===== src/synth_cfg.svh =====
`ifndef SYNTH_CFG_SVH
`define SYNTH_CFG_SVH

// Voice layout of the operator core
`define NUM_VOICES 32
`define OPS_PER_VOICE 4
`define NUM_VOICE_OPERATORS 128

// Bit range of a voice-operator id, voice in the upper bits and operator in the lower
`define VOICE_OPERATOR_ID [6:0]

// Phase accumulators wrap at this width, which sets the frequency resolution
`define PHASE_WIDTH 16

// Upper phase bits used to index the sine table, 1024 entries
`define SINE_INDEX_WIDTH 10

// Signed operator sample and unsigned operator level
`define SAMPLE_WIDTH 16
`define LEVEL_WIDTH 8

// Four 16-bit samples need two extra bits of headroom
`define MIX_WIDTH 18

// Register address, two bits of target space above the voice-operator index
`define CFG_ADDR_WIDTH 9

`endif


===== src/synth_pkg.sv =====
`include "synth_cfg.svh"

package synth_pkg;

    // Voice-operator id, voice in bits 6..2 and operator in bits 1..0
    typedef logic `VOICE_OPERATOR_ID voice_operator_t;

    // Voice id, one of 32
    typedef logic [$clog2(`NUM_VOICES)-1:0] voice_t;

    // Unsigned phase, wraps around once per waveform period
    typedef logic [`PHASE_WIDTH-1:0] phase_t;

    // Signed operator sample straight out of the waveform stage
    typedef logic signed [`SAMPLE_WIDTH-1:0] sample_t;

    // Unsigned level, 255 is just under full scale
    typedef logic [`LEVEL_WIDTH-1:0] level_t;

    // Signed sum of the four operators of one voice
    typedef logic signed [`MIX_WIDTH-1:0] mix_t;

    // Drops the operator bits and keeps the voice part of an id
    function automatic voice_t get_voice_id(input voice_operator_t voice_operator);
        return voice_t'(voice_operator >> $clog2(`OPS_PER_VOICE));
    endfunction

endpackage


===== src/stage_voice_mixer.sv =====
`timescale 1ns/100ps

`include "synth_cfg.svh"

module stage_voice_mixer (
    input logic i_Clock,
    input logic i_arst_n,

    input synth_pkg::sample_t i_Sample,
    input synth_pkg::voice_operator_t i_VoiceOperator,
    input logic i_Valid,

    output synth_pkg::mix_t o_VoiceSample,
    output synth_pkg::voice_t o_VoiceId,
    output logic o_SampleValid
);

localparam int OP_BITS = $clog2(`OPS_PER_VOICE);
localparam logic [OP_BITS-1:0] LAST_OP = OP_BITS'(`OPS_PER_VOICE - 1);

// Operator part of the incoming id
logic [OP_BITS-1:0] w_Operator;

// Sign-extended sample and the sum including it
synth_pkg::mix_t w_Sample;
synth_pkg::mix_t w_Total;

// Running sum of operators 0 up to the one before the current
synth_pkg::mix_t r_RunningSum;

assign w_Operator = i_VoiceOperator[OP_BITS-1:0];
assign w_Sample = synth_pkg::mix_t'(i_Sample);

// Operator 0 starts a new voice, so the old sum is dropped
assign w_Total = (w_Operator == '0) ? w_Sample : r_RunningSum + w_Sample;

always_ff @(posedge i_Clock) begin
    if (i_Valid)
        r_RunningSum <= w_Total;

    // Voice result and its id, captured with the last operator
    if (i_Valid && w_Operator == LAST_OP) begin
        o_VoiceSample <= w_Total;
        o_VoiceId <= synth_pkg::get_voice_id(i_VoiceOperator);
    end
end

// One pulse per voice, every fourth clock once the pipeline is full
always_ff @(posedge i_Clock or negedge i_arst_n) begin
    if (!i_arst_n) begin
        o_SampleValid <= 1'b0;
    end else begin
        o_SampleValid <= i_Valid && (w_Operator == LAST_OP);
    end
end

// Ids arrive in order, so two voices never end on adjacent clocks
a_no_back_to_back : assert property (
    @(posedge i_Clock) disable iff (!i_arst_n)
    o_SampleValid |=> !o_SampleValid
);

endmodule


===== config.mk =====
export PLATFORM = sky130hd
export DESIGN_NAME = stage_voice_mixer
export DESIGN_NICKNAME = d
export VERILOG_FILES = /design/src/synth_pkg.sv /design/src/stage_voice_mixer.sv
export VERILOG_INCLUDE_DIRS = /design/src
export SDC_FILE = /design/constraint.sdc
export NUM_CORES = 1
export LEC_CHECK = 0
export ABC_AREA = 1
export BUFFER_PORTS_ARGS = -buffer_cell sky130_fd_sc_hd__buf_2
export CAP_MARGIN = 10
export CORE_MARGIN = 2
export CORE_UTILIZATION = 40
export DETAILED_ROUTE_END_ITERATION = 10
export GPL_ROUTABILITY_DRIVEN = 0
export SLEW_MARGIN = 5
export SYNTH_ARGS = -nofsm -noshare
export SYNTH_HDL_FRONTEND = slang
export SYNTH_SLANG_ARGS = --single-unit
export TNS_END_PERCENT = 5

===== constraint.sdc =====
create_clock -name i_Clock -period 1.8 [get_ports i_Clock]
set_input_delay 0.18 -clock i_Clock [delete_from_list [all_inputs] [get_ports i_Clock]]
set_output_delay 0.18 -clock i_Clock [all_outputs]
set_load 0.005 [all_outputs]

Yosys cells after proc, flatten, opt, wreduce, memory -nomap -nowiden

Index checks and enable logic that the tools add are counted.

Register bits: 42
Bits of input ports: 26

Reductions and logical operators: 2
Add/subtract/negate cells: 1
Equal/unequal tests: 1
Mux-type cells: 1

Operators with widths:

| kind               | count |
|---|---|
| $add 18x16->18     | 1 |
| $mux 18            | 1 |
| $eq 2x2->1 const B | 1 |
| $logic_not 2->1    | 1 |
| $logic_and 1x1->1  | 1 |

Depth between registers and ports, before layout

Gate-level depths: netlist (run 1).

Depth in word-level cells: 2
Gate-level depth with buffers: 12
Depth with buffers taken out: 12

Worst setup path after synthesis (run 1)

No wires, ideal clock.

Path kind: reg2reg
Start: reg r_RunningSum[0]
End: reg o_VoiceSample[16], data pin
Path buffers: 0
Setup slack: -0.017 ns
Required time: 1.542 ns
Cell stages (with the launch flop): 11
Data arrival time: 1.559 ns
Library setup time: 0.258 ns
Cell sequence: edfxtp_1 > ha_1 > fa_1 > nand3_1 > nand2_2 > nand2_1 > nand2_2 > nand2_2 > nand3b_1 > nand3_1 > nand2_1

Cells in the longest elaborated chain, start to end: 2

RTL lines:

| item                   | line                    | RTL |
|---|---|---|
| from (decl)            | stage_voice_mixer.sv:29 | `synth_pkg::mix_t r_RunningSum;` |
| from (signal assigned) | stage_voice_mixer.sv:39 | `r_RunningSum <= w_Total;` |
| $add 18x16->18         | stage_voice_mixer.sv:35 | `assign w_Total = (w_Operator == '0) ? w_Sample : r_RunningSum + w_Sample;` |
| $mux 18                | stage_voice_mixer.sv:35 |  |
| named net w_Total[16]  | stage_voice_mixer.sv:26 | `synth_pkg::mix_t w_Total;` |
| to (signal assigned)   | stage_voice_mixer.sv:43 | `o_VoiceSample <= w_Total;` |
| to (decl)              | stage_voice_mixer.sv:13 | `output synth_pkg::mix_t o_VoiceSample,` |

The timed path passes the listed nets, and every way through them passes these cells.
A chain may end at the register's enable or synchronous reset.

Final worst setup path (run 1)

Start: reg r_RunningSum[0]
End: reg o_VoiceSample[12], data pin

The elaborated chain is that of the path after synthesis.

==> results of run 1 <==
[layout by cell type, fill, tap and decap left out, types with 2 or more instances in the layout]
| cell | instances |
|---|---|
| ha_4 | 10 |
| buf_4 | 11 |
| nand3_2 | 4 |
| inv_1 | 18 |
| o21ai_0 | 6 |
| nor2_1 | 14 |
| and2_1 | 2 |
| nand2_2 | 15 |
| nand2_1 | 85 |
| clkinv_2 | 2 |
| inv_2 | 4 |
| clkbuf_8 | 5 |
| a21oi_1 | 11 |
| ha_1 | 4 |
| nor2_2 | 4 |
| a21oi_2 | 5 |
| nand3b_1 | 5 |
| xnor2_1 | 4 |
| o21ai_1 | 5 |
| buf_2 | 49 |
| ha_2 | 3 |
| nand3_1 | 18 |
| edfxtp_1 | 41 |
[worst min path at each step]
stage | from | cells past startpoint | slack [ns] | endpoint
floorplan | i_arst_n | 0 | -0.12 | o_SampleValid
global placement | i_arst_n | 1 | -0.04 | o_SampleValid
detailed placement | i_arst_n | 1 | -0.04 | o_SampleValid
CTS | i_VoiceOperator[6] | 1 | 0.04 | o_VoiceId[4]
global route | i_VoiceOperator[6] | 1 | 0.04 | o_VoiceId[4]
finish | i_VoiceOperator[3] | 1 | 0.05 | o_VoiceId[1]
[logic make-up after synthesis]
kind of cell             count (synthesis)  synth area share
buffers and inverters                   25           0.04018
AO/OA/AOI/OAI                           30           0.06613
flip-flops                              42            0.5107
XOR/XNOR                                 4           0.01424
adder cells (fa/ha/maj)                 18           0.09461
AND/OR/NAND/NOR                        152            0.2742
[flip-flops by register name, summed over array words and instances, names as in the netlist]
signal         count
o_SampleValid      1
r_RunningSum      18
o_VoiceId          5
o_VoiceSample     18
[cell type report]
class	count	area (µm²)
Fill cell	549	2744
Clock inverter	3	40.04
Clock buffer	5	68.82
Tap cell	75	93.84
Timing Repair Buffer	61	337.8
Multi-Input combinational cell	204	1297
Inverter	22	82.58
Sequential cell	42	1256
[repair_timing]
item	4_1_cts	5_1_grt
setup endpoints to repair	18	24
pin swaps	0	4
buffers inserted	0	0
gates resized for setup	16	23
hold endpoints to repair	1	0
hold buffers	1	0
[power by group]
part / switching (mW) / internal, mW
logic: 0.659 / 0.494
clock network: 0.322 / 0.408
registers: 0.0501 / 1.25
[metal layers]
| layer | vias up | wire length, µm |
|---|---|---|
| li1 | 1048 | - |
| met1 | 895 | 2766 |
| met2 | 42 | 2501 |
| met3 | 2 | 210 |
| met4 | 0 | 32 |
| met5 | - | 0 |
[critical path, delay by kind of cell (launching register included)]
kind          cells  cell delay, ns
fa+ha+maj         2            0.54
flops             1            0.37
simple gates      8            0.64
==> impl_results.md, run 1 <==
- CTS root buf: clkbuf_8
- Final Cycle Share: 0.9953
- Met2 Use GR: 0.2677
- Register bit total from synthesis: 42
- Hold/Removal Path Class: input pin to flop
- Area post-placement: 2868 µm²
- Yosys top cell by area: edfxtp_1
- Net count after synthesis: 315
- Crit path capture type: flop
- FF-to-FF setup slack: 0.008 ns
- CTS tree: built
- Vias in the first global route: 1884
- Pre-CTS setup slack: -0.08162 ns
- Non-filler cells, final: 412
- Crit-path cells: ha_2, fa_2, nand3_2, nand2_2, nand2_2, nand2_2, nand2_2, nand3b_1, nand3_1, nand2_1
- CP Max Fanout: 3
- Vias per Instance: 4.823
- Relative slew margins: 0.6919
- Post-synth EDFFs: between 40 and 50
- Slew Limit Fails: 0
- Total Routing Usage GR: 0.1766
- Fmax: 558.2 MHz
- Total power: between 3 and 4 mW
- Slowest cell delay on critical path: 0.37 ns
- CTS max path bufs: 2
- Antenna violations before repair: 0
- Status: complete, no violations
- Cell mode on critical path: nand2_2
- Inst Count DP: 403
- Port Buffers: slightly below 50
- Most frequent cell after synthesis: nand2_1
- Final net count: 380
- Setup Skew: 0.004728 ns
- DRT antenna net count: 0
- Detailed Place HPWL: between 3 and 4 mm
- Largest net degree at the start of global routing: 25
- Post-synth ARST share: 0.02381
- Sum of negative setup slack: 0 ns
- Post-route worst setup slack: 0.008426 ns
- Power density over the cells: 1002 nW/µm²
- Critical path class: flop to flop
- RSZ-0062 raised after global routing: true
- Core area: 5921 µm²
- Drt total wl: approximately 5.5 mm
- # DRC: 0
- CTS buffer count: 5
- Die area: 6793 µm²
- Syn avg cell area: 9.077 µm²
- Worst Max-Slew Pin Slew: 0.4616 ns
- Sink Count: 42
- CP startpoint: r_RunningSum[0]
- Yosys warns: 0
- Synth Flop Type: edfxtp_1
- First-pass GRT wire length: 9.004 mm
- R2R depth: 10
- Worst EP required: roughly 1.9 ns
- Leakage dissipation: 1.384 nW
- Final Hold Viols: 0
- Syn Std Cell Area: roughly 2500 µm²
- Final instance area: between 3000 and 4000 µm²
- CP max-delay cell: edfxtp_1
- Met1 usage: 0.2569
- Peak supply drop: about 0.44 mV
- Drt pass-1 iters: 4
- Worst-path clk slew: about 0.080 ns
- Cells after Synth: around 270
- Commonest cells in the netlist: nand2_1, edfxtp_1, nand3_1
- RR Endpoint: o_VoiceSample[12]
- Grt met3 use: 0.03478
- Fin util: 0.5366
- Io pins: 50
- GRT busiest layer: met2
- Residual overflow from global routing: 0
- Setup crit start kind: flop
- Setup-failing EPs final: 0
- Critical Path Sink: o_VoiceSample[12]
- Die H: about 82 µm
- DRT iter0 DRCs: ~140
- Max-Cap Viols: 0
- Final Critical Period: 1.792 ns
- Die width: 82.42 µm
- Synth top area share: 0.5005
- Clk Latency, worst-skew pair: around 0.3 ns
- Antenna cells: 0
- Min Hold Slack: 0.05226 ns
- FP Rows: 28
- Sequential-to-total area share from yosys stat: 0.5107
- Via Count: ~2k
- Initial core utilization: 0.4155
- Layout cell share with drive strength beyond 1: 0.3501
- Routed wire per std cell: roughly 13 µm
- Area added between synthesis and finish: 29.15%
- Worst R2R Start: r_RunningSum[0]
- Worst EP arrival: 1.84 ns
- Synth cell types: 27
- H-tree levels: 2
- Top post-synthesis cells by area: edfxtp_1, nand2_1, ha_1
No activity file was read; power rests on OpenSTA's default activity.
==> run 2: changes to the inputs <==
Clock period 1.8 ns to 2.2 ns, I/O delays scaled along.
==> run 2 against run 1 <==
Critical path depth is the same. Global-route usage is 0.72 points lower. Sequential share of layout area grew 3.5 points. Clock power shrank 28%. Count of clock-buffer cells in the layout unchanged. Largest power group unchanged. Power down 26%. Sequential power decreased by 20%. Via count is 1.4% lower. Largest cell class is now sequential cells. Critical path type unchanged. Design area fell by 8.2%. Critical endpoint unchanged. First-iteration DRC count fell by 30%. Non-clock buffer count is 7 lower.
==> impl_results.md, run 2 (synthesis results as in run 1) <==
- Status: complete, no violations
- Setup Skew: 0.004232 ns (-0.0004958 ns)
- Die H: 82.42 µm (unchanged)
- Crit path capture type: flop
- RR Endpoint: o_VoiceSample[12]
- Worst Max-Slew Pin Slew: 0.4493 ns (-0.01231 ns)
- Most common cell after layout, fill and taps aside: nand2_1
- Detailed Place HPWL: 3.787 mm (-4.5%)
- Drt pass-1 iters: 4 (unchanged)
- CTS buffer count: 5 (unchanged)
- Cell mode on critical path: nand2_2
- Area of the multi-input gates: 1105 µm² (-15%)
- First-pass GRT wire length: 8.562 mm (-4.9%)
- # DRC: 0 (unchanged)
- Layout cell share with drive strength beyond 1: 0.2485 (-0.1017)
- Via Count: 1959 (-1.4%)
- Max-Cap Viols: 0 (unchanged)
- Sequential power share: 0.443 (+0.035)
- Initial core utilization: 0.4155 (unchanged)
- Antenna cells: 0 (unchanged)
- Clk Latency, worst-skew pair: 0.30 ns (about the same)
- Leakage dissipation: 1.334 nW (-3.6%)
- Io pins: 50 (unchanged)
- Post-CTS Setup Bufs: 0 (unchanged)
- CP Depth: 10 (unchanged)
- Fill cell count: 563 (+2.6%)
- Int Pwr: 1.544 mW (-28%)
- RSZ-0062 raised after global routing: false
- Relative slew margins: 0.7001 (+0.008218)
- Sw Ratio: 0.3458 (+0.02183)
- Area post-placement: 2813 µm² (-1.9%)
- Final net count: 373 (-1.8%)
- Final Critical Period: 1.989 ns (+0.1970 ns)
- Largest regs: o_VoiceSample x18, r_RunningSum x18, o_VoiceId x5
- Worst R2R Start: r_RunningSum[0]
- Critical path buffers and inverters: 0 (unchanged)
- CTS max path bufs: 2 (unchanged)
- Drt total wl: 5.171 mm (-6.2%)
- Sum of negative setup slack: 0 ns (unchanged)
- Slew Limit Fails: 0 (unchanged)
- FP Rows: 28 (unchanged)
- Sink Count: 42 (unchanged)
- Min Hold Slack: 0.08657 ns (+0.03431 ns)
- Critical path class: flop to flop
- Final Hold Viols: 0 (unchanged)
- Worst EP required: 2.26 ns (+0.41 ns)
- Area added between synthesis and finish: 18.57%
- Final instance area: 2917 µm² (-8.2%)
- Vias per Instance: 4.837 (+0.29%)
- Non-filler cells, final: 405 (-1.7%)
- Clk pwr share: 0.223 (-0.006)
- DRT antenna net count: 0 (unchanged)
- Die area: 6793 µm² (unchanged)
- Final Cycle Share: 0.9039 (-0.09144)
- Port Buffers: 49 (unchanged)
- Most frequent cells in the layout: nand2_1, buf_2, edfxtp_1
- Largest delay contributor family on the critical path: simple AND/OR/NAND/NOR gates
- CP max-delay cell: fa_1
- CP startpoint: r_RunningSum[0]
- Total Routing Usage GR: 0.1694 (-0.007211)
- CTS root buf: clkbuf_8
- Routed wire per std cell: 12.77 µm (-4.5%)
- Comb pwr share: 0.335 (-0.027)
- Crit-path cells: ha_1, fa_1, nand3_1, nand2_2, nand2_1, nand2_2, nand2_2, nand3b_1, nand3_1, nand2_1
- Largest net degree at the start of global routing: 25 (unchanged)
- FF-to-FF setup slack: 0.21 ns (+0.20 ns)
- Core area: 5921 µm² (unchanged)
- R2R depth: 10 (unchanged)
- Vias in the first global route: 1829 (-2.9%)
- Peak supply drop: 0.3389 mV (-23%)
- DRT iter0 DRCs: 100 (-30%)
- Die width: 82.42 µm (unchanged)
- Slowest cell delay on critical path: 0.43 ns (+0.06 ns)
- Setup-failing EPs final: 0 (unchanged)
- Setup crit start kind: flop
- FF/Latch Area: 1256 µm² (unchanged)
- H-tree levels: 2 (unchanged)
- Psw: 0.8158 mW (-21%)
- Power density over the cells: 809.0 nW/µm² (-19%)
- Residual overflow from global routing: 0 (unchanged)
- Hold/Removal Path Class: input pin to flop
- Antenna violations before repair: 0 (unchanged)
- Inst Count DP: 396 (-1.7%)
- Worst EP arrival: 2.05 ns (+0.21 ns)
- CP Max Fanout: 4 (+1)
- Critical Path Sink: o_VoiceSample[12]
- CTS tree: built
- Fin util: 0.4926 (-0.04396)
- Fmax: 502.9 MHz (-9.9%)
- Worst-path clk slew: 0.09 ns (about the same)
run 2: changes by cell type in the layout (fill, tap and decap cells not counted), sizes merged:
| cell | before | now |
|---|---|---|
| buf | 60 | 53 |
| bufinv | 1 | 0 |
| clkinv | 2 | 1 |
| clkinvlp | 0 | 1 |
| inv | 22 | 23 |
run 2: worst min-delay path by stage:
stage,from,to,slack (ns),depth (start not counted)
after global placement,i_arst_n,o_SampleValid,-0.005,1
after CTS,i_VoiceOperator[4],o_VoiceId[2],0.07,1
after floorplan,i_arst_n,o_SampleValid,-0.08,0
after global routing,i_VoiceOperator[4],o_VoiceId[2],0.08,1
after detailed placement,i_arst_n,o_SampleValid,-0.003,1
final,i_VoiceOperator[5],o_VoiceId[3],0.09,1
run 2: what timing repair did:
| action | in CTS | in global routing |
|---|---|---|
| endpoints found under the hold margin | 1 | 0 |
| hold buffers | 1 | 0 |
| gates resized for setup | 0 | 0 |
run 2: power by group through the flow:
stage / combinational [mW] / clock (mW) / sequential [mW]
floorplan: 0.579 / 0 / 1.06
global placement: 0.775 / 0 / 1.06
detailed placement: 0.776 / 0 / 1.06
CTS: 0.786 / 0.547 / 1.05
global route: 0.909 / 0.567 / 1.06
finish: 0.790 / 0.525 / 1.04
run 2: cell type report:
cell class                      instances  area share
Multi-Input combinational cell        204      0.3788
Sequential cell                        42      0.4307
Tap cell                               75     0.03218
Clock inverter                          3    0.008580
Clock buffer                            5     0.02360
Inverter                               22     0.02831
Timing Repair Buffer                   54     0.09781
run 2: layer usage:
layer | wire (µm) | global-route usage | vias up
li1 | - | - | 1029
met1 | 2630 | 0.2390 | 866
met2 | 2201 | 0.2597 | 57
met3 | 262 | 0.03478 | 7
met4 | 76 | 0.05667 | 0
met5 | 0 | 0 | -
run 2: through the flow:
stage / total power, mW / setup slack [ns]
after detailed placement: 1.840 / 0.2329
final: 2.359 / 0.2115
after floorplan: 1.641 / 0.3832
after CTS: 2.379 / 0.2285
after global routing: 2.530 / 0.05906
after global placement: 1.837 / 0.2718
