## config.mk

```make
export PLATFORM = sky130hd
export DESIGN_NAME = operator_sequencer
export DESIGN_NICKNAME = d
export VERILOG_FILES = /design/src/synth_pkg.sv /design/src/operator_sequencer.sv
export VERILOG_INCLUDE_DIRS = /design/src
export SDC_FILE = /design/constraint.sdc
export NUM_CORES = 1
export LEC_CHECK = 0
export ABC_AREA = 1
export BUFFER_PORTS_ARGS = -buffer_cell sky130_fd_sc_hd__buf_2
export CAP_MARGIN = 25
export CORE_AREA = 2 2 39 41
export DETAILED_ROUTE_END_ITERATION = 6
export DIE_AREA = 0 0 41 43
export HOLD_SLACK_MARGIN = 0.06
export PLACE_DENSITY = 0.57
export SETUP_SLACK_MARGIN = 0.1
export SLEW_MARGIN = 30
export SYNTH_ARGS = -nofsm -noshare
export SYNTH_HDL_FRONTEND = slang
export SYNTH_SLANG_ARGS = --single-unit
```

## constraint.sdc

```tcl
create_clock -name i_Clock -period 1.53 [get_ports i_Clock]
set_input_delay 0.0765 -clock i_Clock [delete_from_list [all_inputs] [get_ports i_Clock]]
set_output_delay 0.0765 -clock i_Clock [all_outputs]
set_load 0.02 [all_outputs]
```

## src/synth_cfg.svh

```systemverilog
`ifndef SYNTH_CFG_SVH
`define SYNTH_CFG_SVH

// Voice layout of the operator core
`define NUM_VOICES 32
`define OPS_PER_VOICE 4
`define NUM_VOICE_OPERATORS 128

// Bit range of a voice-operator id, voice in the upper bits and operator in the lower
`define VOICE_OPERATOR_ID [6:0]

// Phase accumulators wrap at this width, which sets the frequency resolution
`define PHASE_WIDTH 16

// Upper phase bits used to index the sine table, 1024 entries
`define SINE_INDEX_WIDTH 10

// Signed operator sample and unsigned operator level
`define SAMPLE_WIDTH 16
`define LEVEL_WIDTH 8

// Four 16-bit samples need two extra bits of headroom
`define MIX_WIDTH 18

// Register address, two bits of target space above the voice-operator index
`define CFG_ADDR_WIDTH 9

`endif

```

## src/synth_pkg.sv

```systemverilog
`include "synth_cfg.svh"

package synth_pkg;

    // Voice-operator id, voice in bits 6..2 and operator in bits 1..0
    typedef logic `VOICE_OPERATOR_ID voice_operator_t;

    // Voice id, one of 32
    typedef logic [$clog2(`NUM_VOICES)-1:0] voice_t;

    // Unsigned phase, wraps around once per waveform period
    typedef logic [`PHASE_WIDTH-1:0] phase_t;

    // Signed operator sample straight out of the waveform stage
    typedef logic signed [`SAMPLE_WIDTH-1:0] sample_t;

    // Unsigned level, 255 is just under full scale
    typedef logic [`LEVEL_WIDTH-1:0] level_t;

    // Signed sum of the four operators of one voice
    typedef logic signed [`MIX_WIDTH-1:0] mix_t;

    // Drops the operator bits and keeps the voice part of an id
    function automatic voice_t get_voice_id(input voice_operator_t voice_operator);
        return voice_t'(voice_operator >> $clog2(`OPS_PER_VOICE));
    endfunction

endpackage

```

## src/operator_sequencer.sv

```systemverilog
`timescale 1ns/100ps

`include "synth_cfg.svh"

module operator_sequencer (
    input logic i_Clock,
    input logic i_arst_n,

    output synth_pkg::voice_operator_t o_VoiceOperator,
    output logic o_Valid
);

// The valid flag rises on the first clock after reset and the counter
// only moves once it is set, so id 0 is issued as the first valid id
always_ff @(posedge i_Clock or negedge i_arst_n) begin
    if (!i_arst_n) begin
        o_Valid <= 1'b0;
    end else begin
        o_Valid <= 1'b1;
    end
end

// Ids go 0 to 127 and wrap, one per clock
always_ff @(posedge i_Clock or negedge i_arst_n) begin
    if (!i_arst_n) begin
        o_VoiceOperator <= '0;
    end else if (o_Valid) begin
        o_VoiceOperator <= o_VoiceOperator + 1'b1;
    end
end

// Back-to-back valid ids must be consecutive, the mixer and the
// phase feedback both rely on that order
a_id_steps_by_one : assert property (
    @(posedge i_Clock) disable iff (!i_arst_n)
    o_Valid && $past(o_Valid)
        |-> o_VoiceOperator == synth_pkg::voice_operator_t'($past(o_VoiceOperator) + 1'b1)
);

endmodule

```

Word level (Yosys, flattened, before mapping)
Cells that the tools add are included.
{"block": "totals", "ff_bits": 8, "output_inout_bits": 8, "elab_cells": 3}
{"block": "classes", "add_sub_neg": 1}
{"op": "$add 7x1->7 const B", "count": 1}

Depth between registers and ports, before layout
Gate-level depths: netlist of the first run.
{"block": "depth", "word_depth": 1, "depth_mapped": 7, "mapped_depth_nobuf": 7}

Worst setup path after synthesis of the first run
No wires, ideal clock.
{"block": "synth_timing", "path_kind": "register -> register", "from": "register o_VoiceOperator[0] (netlist name)", "to": "register o_VoiceOperator[6] (netlist name)", "slack_ps": 378, "n_path_buf": 0, "arrival_ps": 1039, "stages_incl_launch_ff": 7, "synth_period_minus_slack_ps": 1152, "cell_sequence": "dfrtp_1 > ha_1 > nand2_2 > nor2_2 > nand3_1 > nand2_1 > inv_1"}
{"block": "synth_between", "elab_chain_cells": 1}
{"item": "start, declared", "line_no": "operator_sequencer.sv:9", "source": "output synth_pkg::voice_operator_t o_VoiceOperator,"}
{"item": "start signal, assigned", "line_no": "operator_sequencer.sv:28", "source": "o_VoiceOperator <= o_VoiceOperator + 1'b1;"}
{"item": "$add 7x1->7", "line_no": "operator_sequencer.sv:28"}
No other way between the ends.
A chain may end at the register's enable or synchronous reset.

Worst setup path in the final report of the first run
Same ends and word-level chain as after synthesis.

==> results.ini, run 1 <==
[outcome]
status=complete, no violations

[global_routing]
grt_max_degree=9
grt_pass1_wl_mm=1.014
top_usage_layer=met2
track_usage_pct=8.647
antenna_found_initial=0
grt-ovfl-total=0
grtUsageMet1_pct=11.74
grt.met2_usage_pct=11.88
grtUsageMet3_pct=4.712
grt_pass1_vias=248

[synthesis]
synth-seq-area-share_pct=54.79
syn_area_per_cell_um2=9.134
yosysTopAreaCell=dfrtp_1
synth_top_cell_area_share_pct=54.79
synth_edf_count=0
synth.top_cells.by_area=dfrtp_1 (55%), nand2_1 (12%), inv_1 (7.2%)
ys_seq_elements=8
syn-cell-area_um2=365.4
netlist_top_cells_count=nand2_1 (12), dfrtp_1 (8), inv_1 (7), xor2_1 (3)
ys_types=12
netlist_instances=40
syn-num-nets=43
yosysWarnings=0
synthFlopType=dfrtp_1
async_flop_share_pct=100.0
yosysMostFrequentCell=nand2_1

[worst_setup_path]
cp_max_fo=4
cpMaxStageDelayCell=dfrtp_1
max_stage_delay_ns=0.39
reg2reg_from=o_VoiceOperator[0]
worstSetupStartpointType=register
r2r_setup_slack_ns=0.45
endpoint_kind=register
critPathRequiredTime_ns=1.68
path_class=reg -> reg
crit_family=flip-flops
r2r_cells=6
cp-startpoint=o_VoiceOperator[0]
worstReg2RegEnd=o_VoiceOperator[6]
crit_buf_inv=1
cp.arrival_ns=1.22
path_cells=ha_1 -> nand2_2 -> nor2_2 -> nand3_1 -> nand2_1 -> inv_1

[die]
dieArea_mm2=0.001763
coreArea_mm2=0.001384
rows=14
initial_core_util_pct=26.40
ioPinCount=10
dieHeight_um=43
die_w_um=41

[placement]
port_buffers=9
pre_cts_slack_ns=0.4462
globalplace.congestion=0.7311
dp.final_hpwl_um=449.4

[drt]
drtPass1Iterations=4
drc=0
via_per_inst=3.913
drt-total-wl_um=606
drt_first_iter_violations=5
ant_nets=0
avgRoutedWirePerCell_um=8.783
vias=270

[sta]
hold_viol=0
fin_crit_ns=1.077
setup-tns-final_ns=0
fin_skew_ns=0.003793
clock.fmax_mhz=928.7
rsz0062_at_grt=no
slew_violations=0
setup_viol=0
layout_setup_ws_ns=0.4532
finalCritPeriodShare_pct=70.38

[cts]
clkTransAtPathRegs_ns=0.06
cts_sinks=8
cts_tree=done
cts_max_level=1
clk_path_buf_depth=2
worstSkewPairLatency_ns=0.25
root_buffer=clkbuf_4
cts-buffers-inserted=3
postCtsSetupRepairBufs=0

[job]
drv_cap=0

[min_path]
min_path_type=in -> async

[cells_and_area]
num_antenna_cells=0
final_nets=58
multi_input_area_um2=138.9
area_growth_pct=26.71
seqCellArea_um2=200.2
nFillCells=148
drive_gt1_share_pct=30.19

[power]
peakVddDrop_mv=0.7130
power_leakage_nw=0.2617
p_per_area_mw_per_mm2=1964

[sequential cells by signal, summed over array words and instances (netlist names)]
name and cells:
o_VoiceOperator 7, o_Valid 1
[worst max-delay path by stage]
| stage | to | slack (ns) | cells after the start |
|---|---|---|---|
| 2_1_floorplan | o_VoiceOperator[6] | 0.38 | 6 |
| 3_3_place_gp | o_VoiceOperator[1] | 0.48 | 2 |
| 3_5_place_dp | o_VoiceOperator[6] | 0.45 | 6 |
| 4_1_cts | o_VoiceOperator[6] | 0.44 | 6 |
| 5_1_grt | o_VoiceOperator[6] | 0.30 | 6 |
| 6_report | o_VoiceOperator[6] | 0.45 | 6 |
[power breakdown]
group	total [mW]	internal, mW	switching, mW
registers	0.381	0.296	0.0850
clock network	0.159	0.0896	0.0693
logic	0.369	0.141	0.228
total	0.909	0.527	0.382
[layout by cell type (no fill, tap or decap)]
| master | n |
|---|---|
| nand3_1 | 2 |
| dfrtp_1 | 8 |
| ha_1 | 1 |
| nor2_2 | 2 |
| nand2_2 | 1 |
| clkbuf_4 | 3 |
| nor2_1 | 1 |
| conb_1 | 1 |
| xor2_1 | 3 |
| nand2_1 | 12 |
| inv_1 | 7 |
| nand3b_1 | 1 |
| mux2_2 | 1 |
| dlygate4sd3_1 | 1 |
| buf_2 | 9 |
[logic make-up (layout without fill, tap and decap cells)]
kind of cell  after synthesis  after routing  synth area share (%)
fa+ha+maj                   1              1                 3.424
other cells                 1              1                 1.026
mux                         1              1                 3.082
flops                       8              8                 54.79
xor+xnor                    3              3                 7.193
simple gates               19             19                 23.29
buf+inv                     7             20                 7.193
[layer usage]
layer  part of all wire, %  vias up  wire, µm
li1                      -      146         -
met1                    50      119       301
met2                    45        5       271
met3                   5.4        0        33
met4                     0        0         0
met5                     0        -         0
[repair_timing]
action,in CTS,in global routing
endpoints found under the hold margin,8,0
resized for setup,0,0
hold buffers,1,0
[metrics by stage]
stage               instance area (µm²)  hold WS [ns]  std cells  total power [mW]  util [%]
floorplan                         365.4       -0.2191         40            0.6367         -
global placement                  430.4      -0.07141         65            0.7462     31.10
detailed placement                430.4      -0.06914         65            0.7594     31.10
CTS                               462.9        0.2012         69            0.9288     33.45
global route                      462.9        0.2106         69            0.9882     33.45
finish                            462.9        0.2070         69            0.9094     33.45
[final cells by class]
class	instances	share of cell area (%)
clock buffers	3	4.865
inverters	7	5.676
multi-input cells	25	30.00
flip-flops and latches	8	43.24
well taps	16	4.324
repair buffers	10	11.89
Note: power is estimated with default switching activity, not from simulation.
==> inputs of run 2 (changes only) <==
Clock period 1.53 ns to 1 ns, I/O delays scaled along.
==> results.ini, run 2 (synthesized netlist as in run 1, its figures left out) <==
[outcome]
status=finished, violations left
failed_checks=setup timing

[min_path]
min_path_type=in -> async

[global_routing]
grt_pass1_wl_mm=1.221  ; +20%
grt-ovfl-total=0  ; unchanged
antenna_found_initial=0  ; unchanged
track_usage_pct=10.89  ; +2.2 points
grt_pass1_vias=286  ; +15%
grt_max_degree=9  ; unchanged

[power]
combPwrFrac_pct=55.5  ; +15 points
swShare_pct=37.84  ; -4.2 points
p_sw_uw=736.2  ; +93%
intPower_mw=1.209  ; +130%
power_leakage_nw=0.3432  ; +31%
clock_power_share_pct=13.9  ; -3.6 points
pwr-share-seq_pct=30.6  ; -11 points
p_per_area_mw_per_mm2=3025  ; +54%
peakVddDrop_mv=1.290  ; +81%

[cells_and_area]
final_nets=68  ; +17%
largest_reg_flops=7  ; unchanged
num_antenna_cells=0  ; unchanged
largest_register=o_VoiceOperator
nFillCells=127  ; -14%
layout_common_cells=nand2_1 (12), buf_6 (11), inv_1 (7)
mostFrequentLayoutCell=nand2_1
drive_gt1_share_pct=46.88  ; +17 points
largestRegisters=o_VoiceOperator x7, o_Valid x1
fin_util_pct=46.47  ; +13 points
area_growth_pct=76.03

[cts]
cts_tree=done
cts-buffers-inserted=3  ; unchanged
cts_sinks=8  ; unchanged
worstSkewPairLatency_ns=0.26  ; about the same
cts_max_level=1  ; unchanged
root_buffer=clkbuf_4
clkTransAtPathRegs_ns=0.06  ; about the same
clk_path_buf_depth=2  ; unchanged

[placement]
globalplace.congestion=0.7129  ; -2.5%
port_buffers=9  ; unchanged
dp.final_hpwl_um=475  ; +5.7%

[worst_setup_path]
endpoint_kind=register
worstSetupStartpointType=register
r2r_cells=2  ; -4
crit_family=flip-flops
crit_buf_inv=0  ; -1
path_class=reg -> reg
path_cells=ha_4 -> mux2_4
cpMaxStageDelayCell=dfrtp_2
cp_max_fo=3  ; -1
critPathRequiredTime_ns=1.14  ; -0.54 ns
worstReg2RegEnd=o_VoiceOperator[1]
r2r_setup_slack_ns=-0.02  ; -0.48 ns
cp.arrival_ns=1.16  ; -0.06 ns
reg2reg_from=o_VoiceOperator[1]
max_stage_delay_ns=0.43  ; +0.04 ns

[sta]
setup_viol=3  ; +3
finalCritPeriodShare_pct=102.3  ; +32 points
layout_setup_ws_ns=-0.02306  ; -0.4763 ns
slew_violations=0  ; unchanged
fin_skew_ns=0.003859  ; +0.00006517 ns
fin_hold_ws_ns=0.1626  ; -0.04442 ns
hold_viol=0  ; unchanged
rsz0062_at_grt=yes
clock.fmax_mhz=977.5  ; +5.3%
fin_crit_ns=1.023  ; -0.05372 ns
setup-tns-final_ns=-0.03908  ; -0.03908 ns

[drt]
vias=315  ; +17%
drtPass1Iterations=4  ; unchanged
via_per_inst=3.938  ; +0.62%
drc=0  ; unchanged
drt_first_iter_violations=4  ; -1
ant_nets=0  ; unchanged
drt-total-wl_um=738  ; +22%
avgRoutedWirePerCell_um=9.225  ; +5.0%

[die]
die_w_um=41  ; unchanged
rows=14  ; unchanged
coreArea_mm2=0.001384  ; unchanged
ioPinCount=10  ; unchanged
dieArea_mm2=0.001763  ; unchanged
initial_core_util_pct=26.40  ; unchanged
dieHeight_um=43  ; unchanged

[job]
drv_cap=0  ; unchanged

==> run 2: metrics by stage <==
stage / instance area [µm²] / total power, mW / setup WS (ns) / cells
2_1_floorplan: 390.4 / 1.051 / -0.06945 / 40
3_3_place_gp: 485.5 / 1.316 / -0.008504 / 69
3_5_place_dp: 485.5 / 1.334 / -0.01901 / 69
4_1_cts: 606.8 / 1.893 / -0.02726 / 77
5_1_grt: 643.1 / 2.092 / -0.08221 / 80
6_report: 643.1 / 1.945 / -0.02306 / 80
==> run 2: routing by layer <==
| layer | vias to the layer above | track usage, % | share of wire (%) |
|---|---|---|---|
| met4 | 0 | 12.00 | 1.4 |
| met3 | 2 | 2.094 | 5.6 |
| li1 | 165 | - | - |
| met1 | 141 | 15.44 | 45 |
| met2 | 7 | 12.19 | 48 |
| met5 | - | 0 | 0 |
==> run 2: worst max path at each step <==
stage	startpoint	endpoint	cells after the start
floorplan	o_VoiceOperator[1]	o_VoiceOperator[1]	2
global placement	o_VoiceOperator[1]	o_VoiceOperator[1]	2
detailed placement	o_VoiceOperator[1]	o_VoiceOperator[1]	2
CTS	o_VoiceOperator[1]	o_VoiceOperator[1]	2
global route	o_VoiceOperator[0]	o_VoiceOperator[6]	7
finish	o_VoiceOperator[1]	o_VoiceOperator[1]	2
==> run 2: cell type report <==
cell class              count  area [µm²]  area share, %
multi-input cells          25       170.2          26.46
repair buffers             20       196.4          30.54
well taps                  16       20.02          3.113
flip-flops and latches      8       203.9          31.71
clock buffers               4       26.28          4.086
inverters                   7       26.28          4.086
==> run 2: what timing repair did <==
action	in CTS	in global routing
setup buffers	3	3
setup endpoints to repair	11	13
endpoints found under the hold margin	8	0
pin swaps	3	1
hold buffers	1	0
resized for setup	15	4
==> run 2: power groups by stage <==
| stage | clock (mW) | sequential (mW) | combinational [mW] |
|---|---|---|---|
| finish | 0.270 | 0.596 | 1.08 |
| global route | 0.301 | 0.605 | 1.19 |
| CTS | 0.288 | 0.598 | 1.01 |
| detailed placement | 0 | 0.590 | 0.743 |
| global placement | 0 | 0.583 | 0.733 |
| floorplan | 0 | 0.761 | 0.290 |
==> inputs of run 3 (changes only) <==
==> constraint.sdc (replaced) <==
create_clock -name i_Clock -period 1 [get_ports i_Clock]
set_input_delay 0.25 -clock i_Clock [delete_from_list [all_inputs] [get_ports i_Clock]]
set_output_delay 0.25 -clock i_Clock [all_outputs]
set_load 0.02 [all_outputs]
==> results.ini, run 3 (synthesized netlist as in run 1, its figures left out) <==
[worst_setup_path]
critPathRequiredTime_ns=0.75  ; -0.39 ns
r2r_cells=3  ; +1
endpoint_kind=primary output
crit_buf_inv=2  ; +2
r2r_setup_slack_ns=-0.14  ; -0.12 ns
reg2reg_from=o_VoiceOperator[1]
crit_family=flip-flops
cp.arrival_ns=0.92  ; -0.24 ns
cp_max_fo=2  ; -1
crit_path_end=o_VoiceOperator[0]
path_depth=2  ; unchanged
max_stage_delay_ns=0.42  ; about the same
path_class=reg -> out
path_cells=buf_6 -> buf_6
cp-startpoint=o_VoiceOperator[0]
worstReg2RegEnd=o_VoiceOperator[1]
critical_path.most_common_cell=buf_6
cpMaxStageDelayCell=dfrtp_2
worstSetupStartpointType=register

[sta]
fin_crit_ns=1.174  ; +0.1506 ns
hold_viol=0  ; unchanged
fin_skew_ns=0.008083  ; +0.004224 ns
slew_violations=0  ; unchanged
layout_setup_ws_ns=-0.1736  ; -0.1506 ns
clock.fmax_mhz=852.0  ; -13%
finalCritPeriodShare_pct=117.4  ; +15 points
setup_viol=12  ; +9
rsz0062_at_grt=yes

[cells_and_area]
area_growth_pct=84.25
largestRegisters=o_VoiceOperator x7, o_Valid x1
nFillCells=134  ; +5.5%
largest_reg_flops=7  ; unchanged
fin_util_pct=48.64  ; +2.2 points
seqCellArea_um2=203.9  ; unchanged
layout_common_cells=buf_6 (14), nand2_1 (9), inv_1 (7)
multi_input_area_um2=178.9  ; +5.1%
mostFrequentLayoutCell=buf_6
final_nets=70  ; +2.9%
largest_register=o_VoiceOperator
drive_gt1_share_pct=53.03  ; +6.2 points
num_antenna_cells=0  ; unchanged

[drt]
vias=335  ; +6.3%
ant_nets=0  ; unchanged
via_per_inst=4.085  ; +3.8%
avgRoutedWirePerCell_um=9.646  ; +4.6%
drc=0  ; unchanged
drt_first_iter_violations=3  ; -1
drt-total-wl_um=791  ; +7.2%
drtPass1Iterations=4  ; unchanged

[die]
initial_core_util_pct=26.40  ; unchanged
die_w_um=41  ; unchanged
dieArea_mm2=0.001763  ; unchanged
coreArea_mm2=0.001384  ; unchanged
ioPinCount=10  ; unchanged
dieHeight_um=43  ; unchanged
rows=14  ; unchanged

[global_routing]
antenna_found_initial=0  ; unchanged
track_usage_pct=12.60  ; +1.7 points
grt_pass1_wl_mm=1.414  ; +16%
grt-ovfl-total=0  ; unchanged
grt_max_degree=9  ; unchanged
grt_pass1_vias=349  ; +22%

[placement]
pre_cts_slack_ns=-0.01977  ; -0.0007656 ns
port_buffers=9  ; unchanged
globalplace.congestion=0.7017  ; -1.6%
dp.final_hpwl_um=472.5  ; -0.53%

[job]
drv_cap=0  ; unchanged

[cts]
clk_path_buf_depth=2  ; unchanged
cts_sinks=8  ; unchanged
worstSkewPairLatency_ns=0.27  ; about the same
clkTransAtPathRegs_ns=0.06  ; about the same
cts_max_level=1  ; unchanged
cts_tree=done
cts-buffers-inserted=3  ; unchanged
root_buffer=clkbuf_4

[power]
power_leakage_nw=0.3522  ; +2.6%
p_per_area_mw_per_mm2=3134  ; +3.6%
peakVddDrop_mv=1.136  ; -12%

[outcome]
status=finished, violations left
failed_checks=setup timing

[min_path]
min_path_type=in -> async

==> run 3: through the flow <==
| stage | setup TNS, ns | instance area (µm²) | instances | power [mW] | hold WS [ns] |
|---|---|---|---|---|---|
| 2_1_floorplan | -0.2201 | 390.4 | 40 | 1.051 | -0.04559 |
| 3_3_place_gp | -0.008982 | 485.5 | 69 | 1.315 | 0.1032 |
| 3_5_place_dp | -0.02868 | 485.5 | 69 | 1.339 | 0.1051 |
| 4_1_cts | -1.001 | 659.4 | 82 | 2.079 | 0.3569 |
| 5_1_grt | -1.438 | 673.1 | 82 | 2.269 | 0.3705 |
| 6_report | -0.9736 | 673.1 | 82 | 2.109 | 0.3545 |
==> run 3: power by group <==
| group | internal (mW) | switching, mW | total (mW) |
|---|---|---|---|
| Clock | 0.154 | 0.130 | 0.284 |
| Sequential | 0.461 | 0.0982 | 0.559 |
| Combinational | 0.700 | 0.567 | 1.27 |
==> run 3: worst reg2reg max path, delay by kind of cell, from the launching register on <==
| kind | cells | cell delay [ns] |
|---|---|---|
| buffers and inverters | 1 | 0.15 |
| muxes | 1 | 0.26 |
| DFF | 1 | 0.41 |
| adders and majority gates | 1 | 0.22 |
==> run 3: worst min path at each step <==
stage | start | end | slack (ns) | depth (start not counted)
finish | i_arst_n | o_VoiceOperator[2] | 0.35 | 2
global route | i_arst_n | o_VoiceOperator[2] | 0.37 | 2
CTS | i_arst_n | o_VoiceOperator[2] | 0.36 | 2
detailed placement | i_arst_n | o_VoiceOperator[4] | 0.11 | 1
global placement | i_arst_n | o_VoiceOperator[4] | 0.10 | 1
floorplan | i_arst_n | o_Valid | -0.05 | 0
==> run 3: area by class of cell <==
type | instances | area share [%]
clock buffer | 4 | 3.903
multi-input combinational | 25 | 26.58
inverter | 7 | 3.903
tap | 16 | 2.974
sequential | 8 | 30.30
timing repair buffer | 22 | 32.34
==> run 3: layer usage <==
metal | wire [µm] | vias to the layer above | share of wire, % | global-route usage, %
met3 | 39 | 2 | 4.9 | 4.712
met5 | 0 | - | 0 | 0
met4 | 15 | 0 | 1.9 | 8.000
met1 | 329 | 153 | 42 | 17.73
li1 | - | 170 | - | -
met2 | 406 | 10 | 51 | 15.63
==> run 3: what timing repair did <==
item                       CTS  global route
hold buffers                 1             0
setup endpoints to repair   14            15
pin swaps                    4             3
gates resized for setup     24             4
hold endpoints to repair     8             0
buffers inserted             8             0
